===== src/verilog/alu_pkg.sv =====
package alu_pkg;

    // Data word, signed Q6.10
    localparam int DATA_W    = 16;
    localparam int FRAC_W    = 10;
    localparam int INST_W    = 4;
    localparam int ACC_W_DEF = 36;   // Default MAC accumulator width

    typedef logic signed [DATA_W-1:0] data_t;

    // Saturation limits of one data word
    localparam data_t DATA_MAX = {1'b0, {(DATA_W-1){1'b1}}};   // +32767
    localparam data_t DATA_MIN = {1'b1, {(DATA_W-1){1'b0}}};   // -32768

    // Implemented opcodes, every other code returns zero
    typedef enum logic [INST_W-1:0] {
        OP_ADD       = 0,
        OP_SUB       = 1,
        OP_MAC       = 2,
        OP_GRAY      = 4,
        OP_ROR       = 6,
        OP_CLZ       = 7,
        OP_TRANSPOSE = 9
    } op_e;

    // Transpose matrix, one column per data word
    localparam int MAT_N  = 8;
    localparam int ELEM_W = 2;

    typedef logic [$clog2(MAT_N)-1:0] idx_t;   // Row and column index

endpackage


===== src/verilog/alu_req_if.sv =====
`timescale 1ns/1ns

// One accepted operation, forwarded from the controller to the units
interface alu_req_if import alu_pkg::*; ();

    logic  req_valid;   // One cycle per accept
    op_e   req_op;
    data_t req_a;
    data_t req_b;

    modport ctrl (
        output req_valid,
        output req_op,
        output req_a,
        output req_b
    );

    modport unit (
        input req_valid,
        input req_op,
        input req_a,
        input req_b
    );

endinterface


===== src/verilog/alu.sv =====
`timescale 1ns/1ns

module alu import alu_pkg::*; (
    input  logic              i_clk,
    input  logic              i_rst_n,
    input  logic              i_in_valid,
    input  logic [INST_W-1:0] i_inst,
    input  data_t             i_data_a,
    input  data_t             i_data_b,
    output logic              o_busy,
    output logic              o_out_valid,
    output data_t             o_data
);

    alu_req_if req ();

    data_t arith_res;
    data_t bit_res;
    data_t row;
    logic  load_last;
    logic  row_last;
    logic  read_row;

    alu_ctrl u_ctrl (
        .i_clk       (i_clk),
        .i_rst_n     (i_rst_n),
        .i_in_valid  (i_in_valid),
        .i_inst      (i_inst),
        .i_data_a    (i_data_a),
        .i_data_b    (i_data_b),
        .o_busy      (o_busy),
        .o_out_valid (o_out_valid),
        .o_data      (o_data),
        .req         (req.ctrl),
        .i_arith_res (arith_res),
        .i_bit_res   (bit_res),
        .i_row       (row),
        .i_load_last (load_last),
        .i_row_last  (row_last),
        .o_read_row  (read_row)
    );

    alu_arith #(
        .ACC_W (ACC_W_DEF)
    ) u_arith (
        .i_clk       (i_clk),
        .i_rst_n     (i_rst_n),
        .req         (req.unit),
        .o_arith_res (arith_res)
    );

    alu_bitops u_bitops (
        .req       (req.unit),
        .o_bit_res (bit_res)
    );

    alu_transpose u_transpose (
        .i_clk       (i_clk),
        .i_rst_n     (i_rst_n),
        .req         (req.unit),
        .i_read_row  (read_row),
        .o_row       (row),
        .o_load_last (load_last),
        .o_row_last  (row_last)
    );

endmodule


===== src/verilog/alu_arith.sv =====
`timescale 1ns/1ns

module alu_arith import alu_pkg::*; #(
    parameter int ACC_W = ACC_W_DEF
) (
    input  logic    i_clk,
    input  logic    i_rst_n,
    alu_req_if.unit req,
    output data_t   o_arith_res
);

    // Width of the rounded MAC result before output saturation
    localparam int WIDE_W = ACC_W - FRAC_W + 2;

    localparam logic signed [ACC_W-1:0] ACC_MAX = {1'b0, {(ACC_W-1){1'b1}}};
    localparam logic signed [ACC_W-1:0] ACC_MIN = {1'b1, {(ACC_W-1){1'b0}}};

    logic signed [ACC_W-1:0]    acc;
    logic signed [ACC_W-1:0]    acc_nxt;
    logic signed [DATA_W:0]     add_sum;    // One guard bit
    logic signed [DATA_W:0]     sub_diff;
    logic signed [2*DATA_W-1:0] prod;       // Q12.20
    logic signed [ACC_W:0]      acc_sum;
    logic signed [WIDE_W-2:0]   mac_trunc;
    logic                       round_up;
    logic signed [WIDE_W-1:0]   mac_rnd;

    // Clamp a wide signed value to one data word
    function automatic data_t sat_data(input logic signed [WIDE_W-1:0] v);
        if (v > DATA_MAX) begin
            return DATA_MAX;
        end
        if (v < DATA_MIN) begin
            return DATA_MIN;
        end
        return v[DATA_W-1:0];
    endfunction

    assign add_sum  = req.req_a + req.req_b;
    assign sub_diff = req.req_a - req.req_b;

    assign prod    = req.req_a * req.req_b;
    assign acc_sum = acc + prod;   // Product sign-extended to the accumulator

    // Drop the extra fraction bits, half rounds up
    assign mac_trunc = acc_sum[ACC_W:FRAC_W];
    assign round_up  = acc_sum[FRAC_W-1];   // Dropped bits >= 512
    assign mac_rnd   = mac_trunc + $signed({1'b0, round_up});

    always_comb begin
        if (acc_sum > ACC_MAX) begin
            acc_nxt = ACC_MAX;
        end else if (acc_sum < ACC_MIN) begin
            acc_nxt = ACC_MIN;
        end else begin
            acc_nxt = acc_sum[ACC_W-1:0];
        end
    end

    always_ff @(posedge i_clk or negedge i_rst_n) begin
        if (!i_rst_n) begin
            acc <= '0;
        end else if (req.req_valid && req.req_op == OP_MAC) begin
            acc <= acc_nxt;
        end
    end

    always_comb begin
        case (req.req_op)
            OP_ADD:  o_arith_res = sat_data(add_sum);
            OP_SUB:  o_arith_res = sat_data(sub_diff);
            OP_MAC:  o_arith_res = sat_data(mac_rnd);   // From the unsaturated sum
            default: o_arith_res = '0;
        endcase
    end

endmodule


===== src/verilog/alu_bitops.sv =====
`timescale 1ns/1ns

module alu_bitops import alu_pkg::*; (
    alu_req_if.unit req,
    output data_t   o_bit_res
);

    localparam int CNT_W = $clog2(DATA_W) + 1;   // Holds 0 to 16

    logic [DATA_W-1:0]   a_u;
    logic [DATA_W-1:0]   gray;
    logic [2*DATA_W-1:0] rot_wide;
    logic [CNT_W-1:0]    lz_cnt;
    logic                lz_found;

    assign a_u  = req.req_a;
    assign gray = (a_u >> 1) ^ a_u;

    // Doubled word, so an amount of 16 brings a back unchanged
    assign rot_wide = {a_u, a_u} >> $unsigned(req.req_b);

    // Leading zeros from the MSB, 16 for a zero word
    always_comb begin
        lz_cnt   = '0;
        lz_found = 1'b0;
        for (int i = DATA_W - 1; i >= 0; i--) begin
            if (a_u[i]) begin
                lz_found = 1'b1;
            end else if (!lz_found) begin
                lz_cnt = lz_cnt + 1'b1;
            end
        end
    end

    always_comb begin
        case (req.req_op)
            OP_GRAY: o_bit_res = gray;
            OP_ROR:  o_bit_res = rot_wide[DATA_W-1:0];
            OP_CLZ:  o_bit_res = DATA_W'(lz_cnt);
            default: o_bit_res = '0;
        endcase
    end

endmodule


===== src/verilog/alu_ctrl.sv =====
`timescale 1ns/1ns

module alu_ctrl import alu_pkg::*; (
    input  logic              i_clk,
    input  logic              i_rst_n,
    input  logic              i_in_valid,
    input  logic [INST_W-1:0] i_inst,
    input  data_t             i_data_a,
    input  data_t             i_data_b,
    output logic              o_busy,
    output logic              o_out_valid,
    output data_t             o_data,
    alu_req_if.ctrl           req,
    input  data_t             i_arith_res,
    input  data_t             i_bit_res,
    input  data_t             i_row,
    input  logic              i_load_last,
    input  logic              i_row_last,
    output logic              o_read_row
);

    typedef enum logic [1:0] {S_IDLE, S_BUSY, S_LOAD, S_OUT} state_e;

    state_e state;
    state_e state_nxt;
    op_e    op_in;
    logic   accept;
    logic   single_acc;   // Non-transpose accept, answered next cycle
    logic   load_done;    // Column 7 accepted
    data_t  res_sel;

    assign op_in      = op_e'(i_inst);
    assign accept     = i_in_valid && (state == S_IDLE || state == S_LOAD);
    assign single_acc = accept && (state == S_IDLE) && (op_in != OP_TRANSPOSE);
    assign load_done  = accept && (state == S_LOAD) && i_load_last;

    assign o_busy     = (state != S_IDLE);
    assign o_read_row = (state == S_OUT);   // Advance one row per cycle

    // Column writes during the load always go to the transpose unit
    assign req.req_valid = accept;
    assign req.req_op    = (state == S_LOAD) ? OP_TRANSPOSE : op_in;
    assign req.req_a     = i_data_a;
    assign req.req_b     = i_data_b;

    always_comb begin
        case (op_in)
            OP_ADD, OP_SUB, OP_MAC:  res_sel = i_arith_res;
            OP_GRAY, OP_ROR, OP_CLZ: res_sel = i_bit_res;
            default:                 res_sel = '0;   // Unimplemented opcode
        endcase
    end

    always_comb begin
        state_nxt = state;
        case (state)
            S_IDLE: begin
                if (accept) begin
                    state_nxt = (op_in == OP_TRANSPOSE) ? S_LOAD : S_BUSY;
                end
            end
            S_BUSY: state_nxt = S_IDLE;
            S_LOAD: begin
                if (load_done) begin
                    state_nxt = S_OUT;
                end
            end
            S_OUT: begin
                // Last row is shown while in S_BUSY
                if (i_row_last) begin
                    state_nxt = S_BUSY;
                end
            end
            default: state_nxt = S_IDLE;
        endcase
    end

    always_ff @(posedge i_clk or negedge i_rst_n) begin
        if (!i_rst_n) begin
            state       <= S_IDLE;
            o_out_valid <= 1'b0;
        end else begin
            state       <= state_nxt;
            o_out_valid <= single_acc || load_done || (state == S_OUT);
        end
    end

    always_ff @(posedge i_clk) begin
        if (single_acc) begin
            o_data <= res_sel;
        end else if (load_done || state == S_OUT) begin
            o_data <= i_row;   // Row 0 arrives with the column 7 bypass
        end
    end

endmodule


===== src/verilog/alu_transpose.sv =====
`timescale 1ns/1ns

module alu_transpose import alu_pkg::*; (
    input  logic    i_clk,
    input  logic    i_rst_n,
    alu_req_if.unit req,
    input  logic    i_read_row,
    output data_t   o_row,
    output logic    o_load_last,
    output logic    o_row_last
);

    logic [ELEM_W-1:0] mat     [MAT_N][MAT_N];   // [row][col]
    logic [ELEM_W-1:0] new_col [MAT_N];          // Incoming column by row
    idx_t              col_cnt;
    idx_t              row_cnt;
    logic              col_wr;

    assign col_wr      = req.req_valid && (req.req_op == OP_TRANSPOSE);
    assign o_load_last = col_wr && (col_cnt == idx_t'(MAT_N - 1));
    assign o_row_last  = (row_cnt == idx_t'(MAT_N - 1));

    // Top bit pair of a is row 0
    always_comb begin
        for (int r = 0; r < MAT_N; r++) begin
            new_col[r] = req.req_a[DATA_W-1-ELEM_W*r -: ELEM_W];
        end
    end

    // Column counter wraps after column 7, so each load starts at column 0
    always_ff @(posedge i_clk or negedge i_rst_n) begin
        if (!i_rst_n) begin
            for (int r = 0; r < MAT_N; r++) begin
                for (int c = 0; c < MAT_N; c++) begin
                    mat[r][c] <= '0;
                end
            end
            col_cnt <= '0;
        end else if (col_wr) begin
            for (int r = 0; r < MAT_N; r++) begin
                mat[r][col_cnt] <= new_col[r];
            end
            col_cnt <= col_cnt + 1'b1;
        end
    end

    always_ff @(posedge i_clk or negedge i_rst_n) begin
        if (!i_rst_n) begin
            row_cnt <= '0;
        end else if (col_wr && col_cnt == '0) begin
            row_cnt <= '0;   // New transpose
        end else if (i_read_row || o_load_last) begin
            row_cnt <= row_cnt + 1'b1;   // Row 0 leaves with column 7
        end
    end

    // Column 0 in the top bits; the column being written is bypassed
    always_comb begin
        for (int c = 0; c < MAT_N; c++) begin
            if (col_wr && col_cnt == idx_t'(c)) begin
                o_row[DATA_W-1-ELEM_W*c -: ELEM_W] = new_col[row_cnt];
            end else begin
                o_row[DATA_W-1-ELEM_W*c -: ELEM_W] = mat[row_cnt][c];
            end
        end
    end

endmodule

===== config.mk =====
export PLATFORM = sky130hd
export DESIGN_NAME = alu
export DESIGN_NICKNAME = d
export VERILOG_FILES = /design/src/verilog/alu_pkg.sv /design/src/verilog/alu_req_if.sv /design/src/verilog/alu.sv /design/src/verilog/alu_arith.sv /design/src/verilog/alu_bitops.sv /design/src/verilog/alu_ctrl.sv /design/src/verilog/alu_transpose.sv
export SDC_FILE = /design/constraint.sdc
export NUM_CORES = 1
export LEC_CHECK = 0
export BUFFER_PORTS_ARGS = -buffer_cell sky130_fd_sc_hd__buf_4
export CAP_MARGIN = 30
export CORE_ASPECT_RATIO = 0.7
export CORE_UTILIZATION = 40
export CTS_BUF_LIST = sky130_fd_sc_hd__clkbuf_4
export DETAILED_ROUTE_END_ITERATION = 7
export GPL_ROUTABILITY_DRIVEN = 1
export SYNTH_ARGS = -nofsm -noshare
export SYNTH_HDL_FRONTEND = slang
export SYNTH_SLANG_ARGS = --single-unit

===== constraint.sdc =====
create_clock -name i_clk -period 6.3 [get_ports i_clk]
set_input_delay 0 -clock i_clk [delete_from_list [all_inputs] [get_ports i_clk]]
set_output_delay 0 -clock i_clk [all_outputs]
set_load 0.02 [all_outputs]

==> flow_metrics.env <==
export IMPL_outcome="complete, but fails checks"
export IMPL_violations="setup timing"
export IMPL_syn_inst=2954
export IMPL_fin_setup_tns_ps=-47410
export IMPL_finalWorstPathRequiredPeriod_ps=7744
export IMPL_clock_root_buffer="clkbuf_4"
export IMPL_grt_pass1_wl_mm=145.1
export IMPL_drv_cap=0
export IMPL_hp_class="in -> reg"
export IMPL_grt_max_degree=88
export IMPL_vias=23600
export IMPL_detail_route_antenna_nets=0
export IMPL_layout_setup_ws_ps=-1444
export IMPL_clk_latency_ps=680
export IMPL_min_delay_start="i_data_a[11]"
export IMPL_rows=78
export IMPL_reg2reg_to="u_ctrl.o_data[7]"
export IMPL_routed_wl_mm=93.38
export IMPL_layout_nets=3911
export IMPL_syn_num_nets=3481
export IMPL_clkTransAtPathRegs_ps=190
export IMPL_start_util_pct=40.48
export IMPL_critPathCaptureType="register"
export IMPL_synthToLayoutAreaGrowth_pct=22.39
export IMPL_hpwlAfterDp_mm=76.41
export IMPL_ctsHtreeMaxLevel=4
export IMPL_track_usage_pct=28.79
export IMPL_ys_flop_type="dfrtp_1"
export IMPL_synth_edf_count=16
export IMPL_ioPinCount=57
export IMPL_max_slew_margin_pct=37.75
export IMPL_cts_tree="yes"
export IMPL_yosysSeqAreaShare_pct=18.31
export IMPL_ys_ff_latch=189
export IMPL_core_area_mm2=0.06490
export IMPL_crit_path_max_fanout=3
export IMPL_nFillCells=6273
export IMPL_drt_initial_drc_count=2453
export IMPL_die_h_um=216.4
export IMPL_synthArstFlopShare_pct=91.53
export IMPL_hold_violations=0
export IMPL_grt_pass1_vias=24230
export IMPL_min_to="u_transpose.mat[83]"
export IMPL_postSynthAreaPerCell_um2=8.893
export IMPL_layout_drive_gt1_share_pct=24.18
export IMPL_setup_violations_final=51
export IMPL_cp_start_kind="input port"
export IMPL_fmax_mhz=129.1
export IMPL_clockBufferDepth=2
export IMPL_antenna_found_initial=1
export IMPL_layout_worst_path_cycle_share_pct=122.9
export IMPL_cts_buffers=17
export IMPL_hold_depth=3
export IMPL_holdWs_ps=77.24
export IMPL_drt_pass1_iter_count=6
export IMPL_gr_total_overflow=0
export IMPL_synthesis_area_mm2=0.02627
export IMPL_io_buffer_count=56
export IMPL_reg2reg_depth=27
export IMPL_avgRoutedWirePerCell_um=21.83
export IMPL_vias_per_cell=5.518
export IMPL_regToRegSetupSlack_ps=-1000
export IMPL_crit_top_cell="ha_4"
export IMPL_max_stage_delay_ps=420
export IMPL_worst_ep_required_time_ps=6730
export IMPL_yosysUniqueCellTypes=99
export IMPL_tightest_slew_ps=933.7
export IMPL_drc=0
export IMPL_final_max_slew_violation_count=0
export IMPL_seq_area_mm2=0.004811
export IMPL_yosys_warnings=0
export IMPL_cts_sinks=189
export IMPL_die_area_mm2=0.06672
export IMPL_path_class="in -> reg"
export IMPL_rr_startpoint="u_arith.acc[15]"
export IMPL_multi_input_area_mm2=0.01976
export IMPL_fin_skew_ps=36.13
export IMPL_rsz0062_at_grt="yes"
export IMPL_crit_arrival_ps=8170
export IMPL_critical_path_slowest_cell="or4_4"
export IMPL_place_congestion=0.9798
export IMPL_chipWidth_um=308.3
[worst max-delay path by stage]
stage,from,cells past startpoint,slack (ps),to
after floorplan,i_data_a[15],52,-2050,u_ctrl.o_data[4]
after global placement,i_data_a[14],51,-2270,u_ctrl.o_data[4]
after detailed placement,i_data_a[14],51,-2280,u_ctrl.o_data[4]
after CTS,i_data_a[15],51,-1350,u_ctrl.o_data[4]
after global routing,i_data_a[15],51,-1760,u_ctrl.o_data[4]
final,i_data_a[15],51,-1440,u_ctrl.o_data[4]
[per-stage QoR]
| step | util (%) | worst slack [ps] | instance area (um2) | cells |
|---|---|---|---|---|
| after floorplan | - | -2050 | 26460 | 2954 |
| after global placement | 47.86 | -2267 | 31060 | 4206 |
| after detailed placement | 47.86 | -2281 | 31060 | 4206 |
| after CTS | 49.23 | -1347 | 31950 | 4271 |
| after global routing | 49.54 | -1763 | 32150 | 4277 |
| final | 49.54 | -1444 | 32150 | 4277 |
[cell usage after synthesis (46+ instances only)]
| cell type | count | area, um2 |
|---|---|---|
| inv_1 | 395 | 1483 |
| nand2_1 | 385 | 1445 |
| fa_1 | 320 | 6406 |
| nor2_1 | 209 | 784.5 |
| o21ai_0 | 207 | 1036 |
| dfrtp_1 | 173 | 4329 |
| ha_1 | 168 | 2102 |
| a21oi_1 | 154 | 770.7 |
| clkbuf_1 | 132 | 495.5 |
| and2_1 | 62 | 387.9 |
| xnor2_1 | 61 | 534.3 |
| mux2_2 | 54 | 608.1 |
| nand3_1 | 46 | 230.2 |
[kinds of logic after synthesis]
group | after synthesis | share of synthesized area, %
AOI/OAI and AO/OA | 598 | 14.64
xor gates and xnor gates | 106 | 3.867
adders and majority gates | 488 | 32.39
buffers and inverters | 570 | 8.297
DFF | 189 | 18.31
muxes | 133 | 7.325
and+or+nand+nor | 870 | 15.18
[final cells by class]
| type | instances | share of cell area (%) |
|---|---|---|
| antenna | 1 | 0.007783 |
| clock buffer | 17 | 0.3969 |
| clock inverter | 14 | 0.5682 |
| inverter | 403 | 4.779 |
| multi-input combinational | 2195 | 61.47 |
| sequential | 189 | 14.96 |
| tap | 880 | 3.425 |
| timing repair buffer | 578 | 14.39 |
[routing by layer]
| metal | global-route usage (%) | routed length [um] | vias up |
|---|---|---|---|
| met1 | 45.51 | 45670 | 11900 |
| met2 | 40.79 | 38320 | 907 |
| li1 | - | - | 10710 |
| met4 | 5.141 | 1607 | 0 |
| met5 | 0 | 0 | - |
| met3 | 5.105 | 7789 | 84 |
[worst max-delay path: cells and delay by family]
family | cells | cell delay, ps
buffers and inverters | 3 | 220
and+or+nand+nor | 12 | 1560
muxes | 7 | 1120
adders and majority gates | 10 | 2360
AOI/OAI and AO/OA | 14 | 2100
xor gates and xnor gates | 5 | 790
[timing repair]
action / 4_1_cts / 5_1_grt
hold buffers: 12 / 1
setup buffers: 23 / 9
hold endpoints to repair: 136 / 1
gates resized for setup: 62 / 44
endpoints found under the setup margin: 52 / 52
pin swaps: 36 / 42
[registers in the layout, summed over array words and instances (netlist names)]
register	count
u_transpose.mat	128
u_transpose.col_cnt	3
u_ctrl.o_data	16
u_ctrl.o_out_valid	1
u_arith.acc	36
u_ctrl.state	2
u_transpose.row_cnt	3
[cells in the final DEF (no fill, tap or decap), types with 17 or more instances in the layout]
cell type  Yosys  routed
and2_1        62      61
dfrtp_1      173     172
clkbuf_4       0      17
nand3_1       46      46
nor3_1        27      26
mux2i_1       37      35
fa_1         320     317
buf_4          6     535
a21oi_1      154     142
xnor2_1       61      59
a31oi_1       18      17
nand4_1       27      27
nand2_1      385     383
mux4_2        42      42
xor2_1        38      36
mux2_2        54      51
ha_1         168     159
a21o_1        23      23
nor2_1       209     203
o21ai_0      207     196
inv_1        395     389
Power is left out: the tool's default activity adds up to more than one toggle a clock period on the data nets, which glitch-free logic cannot reach.
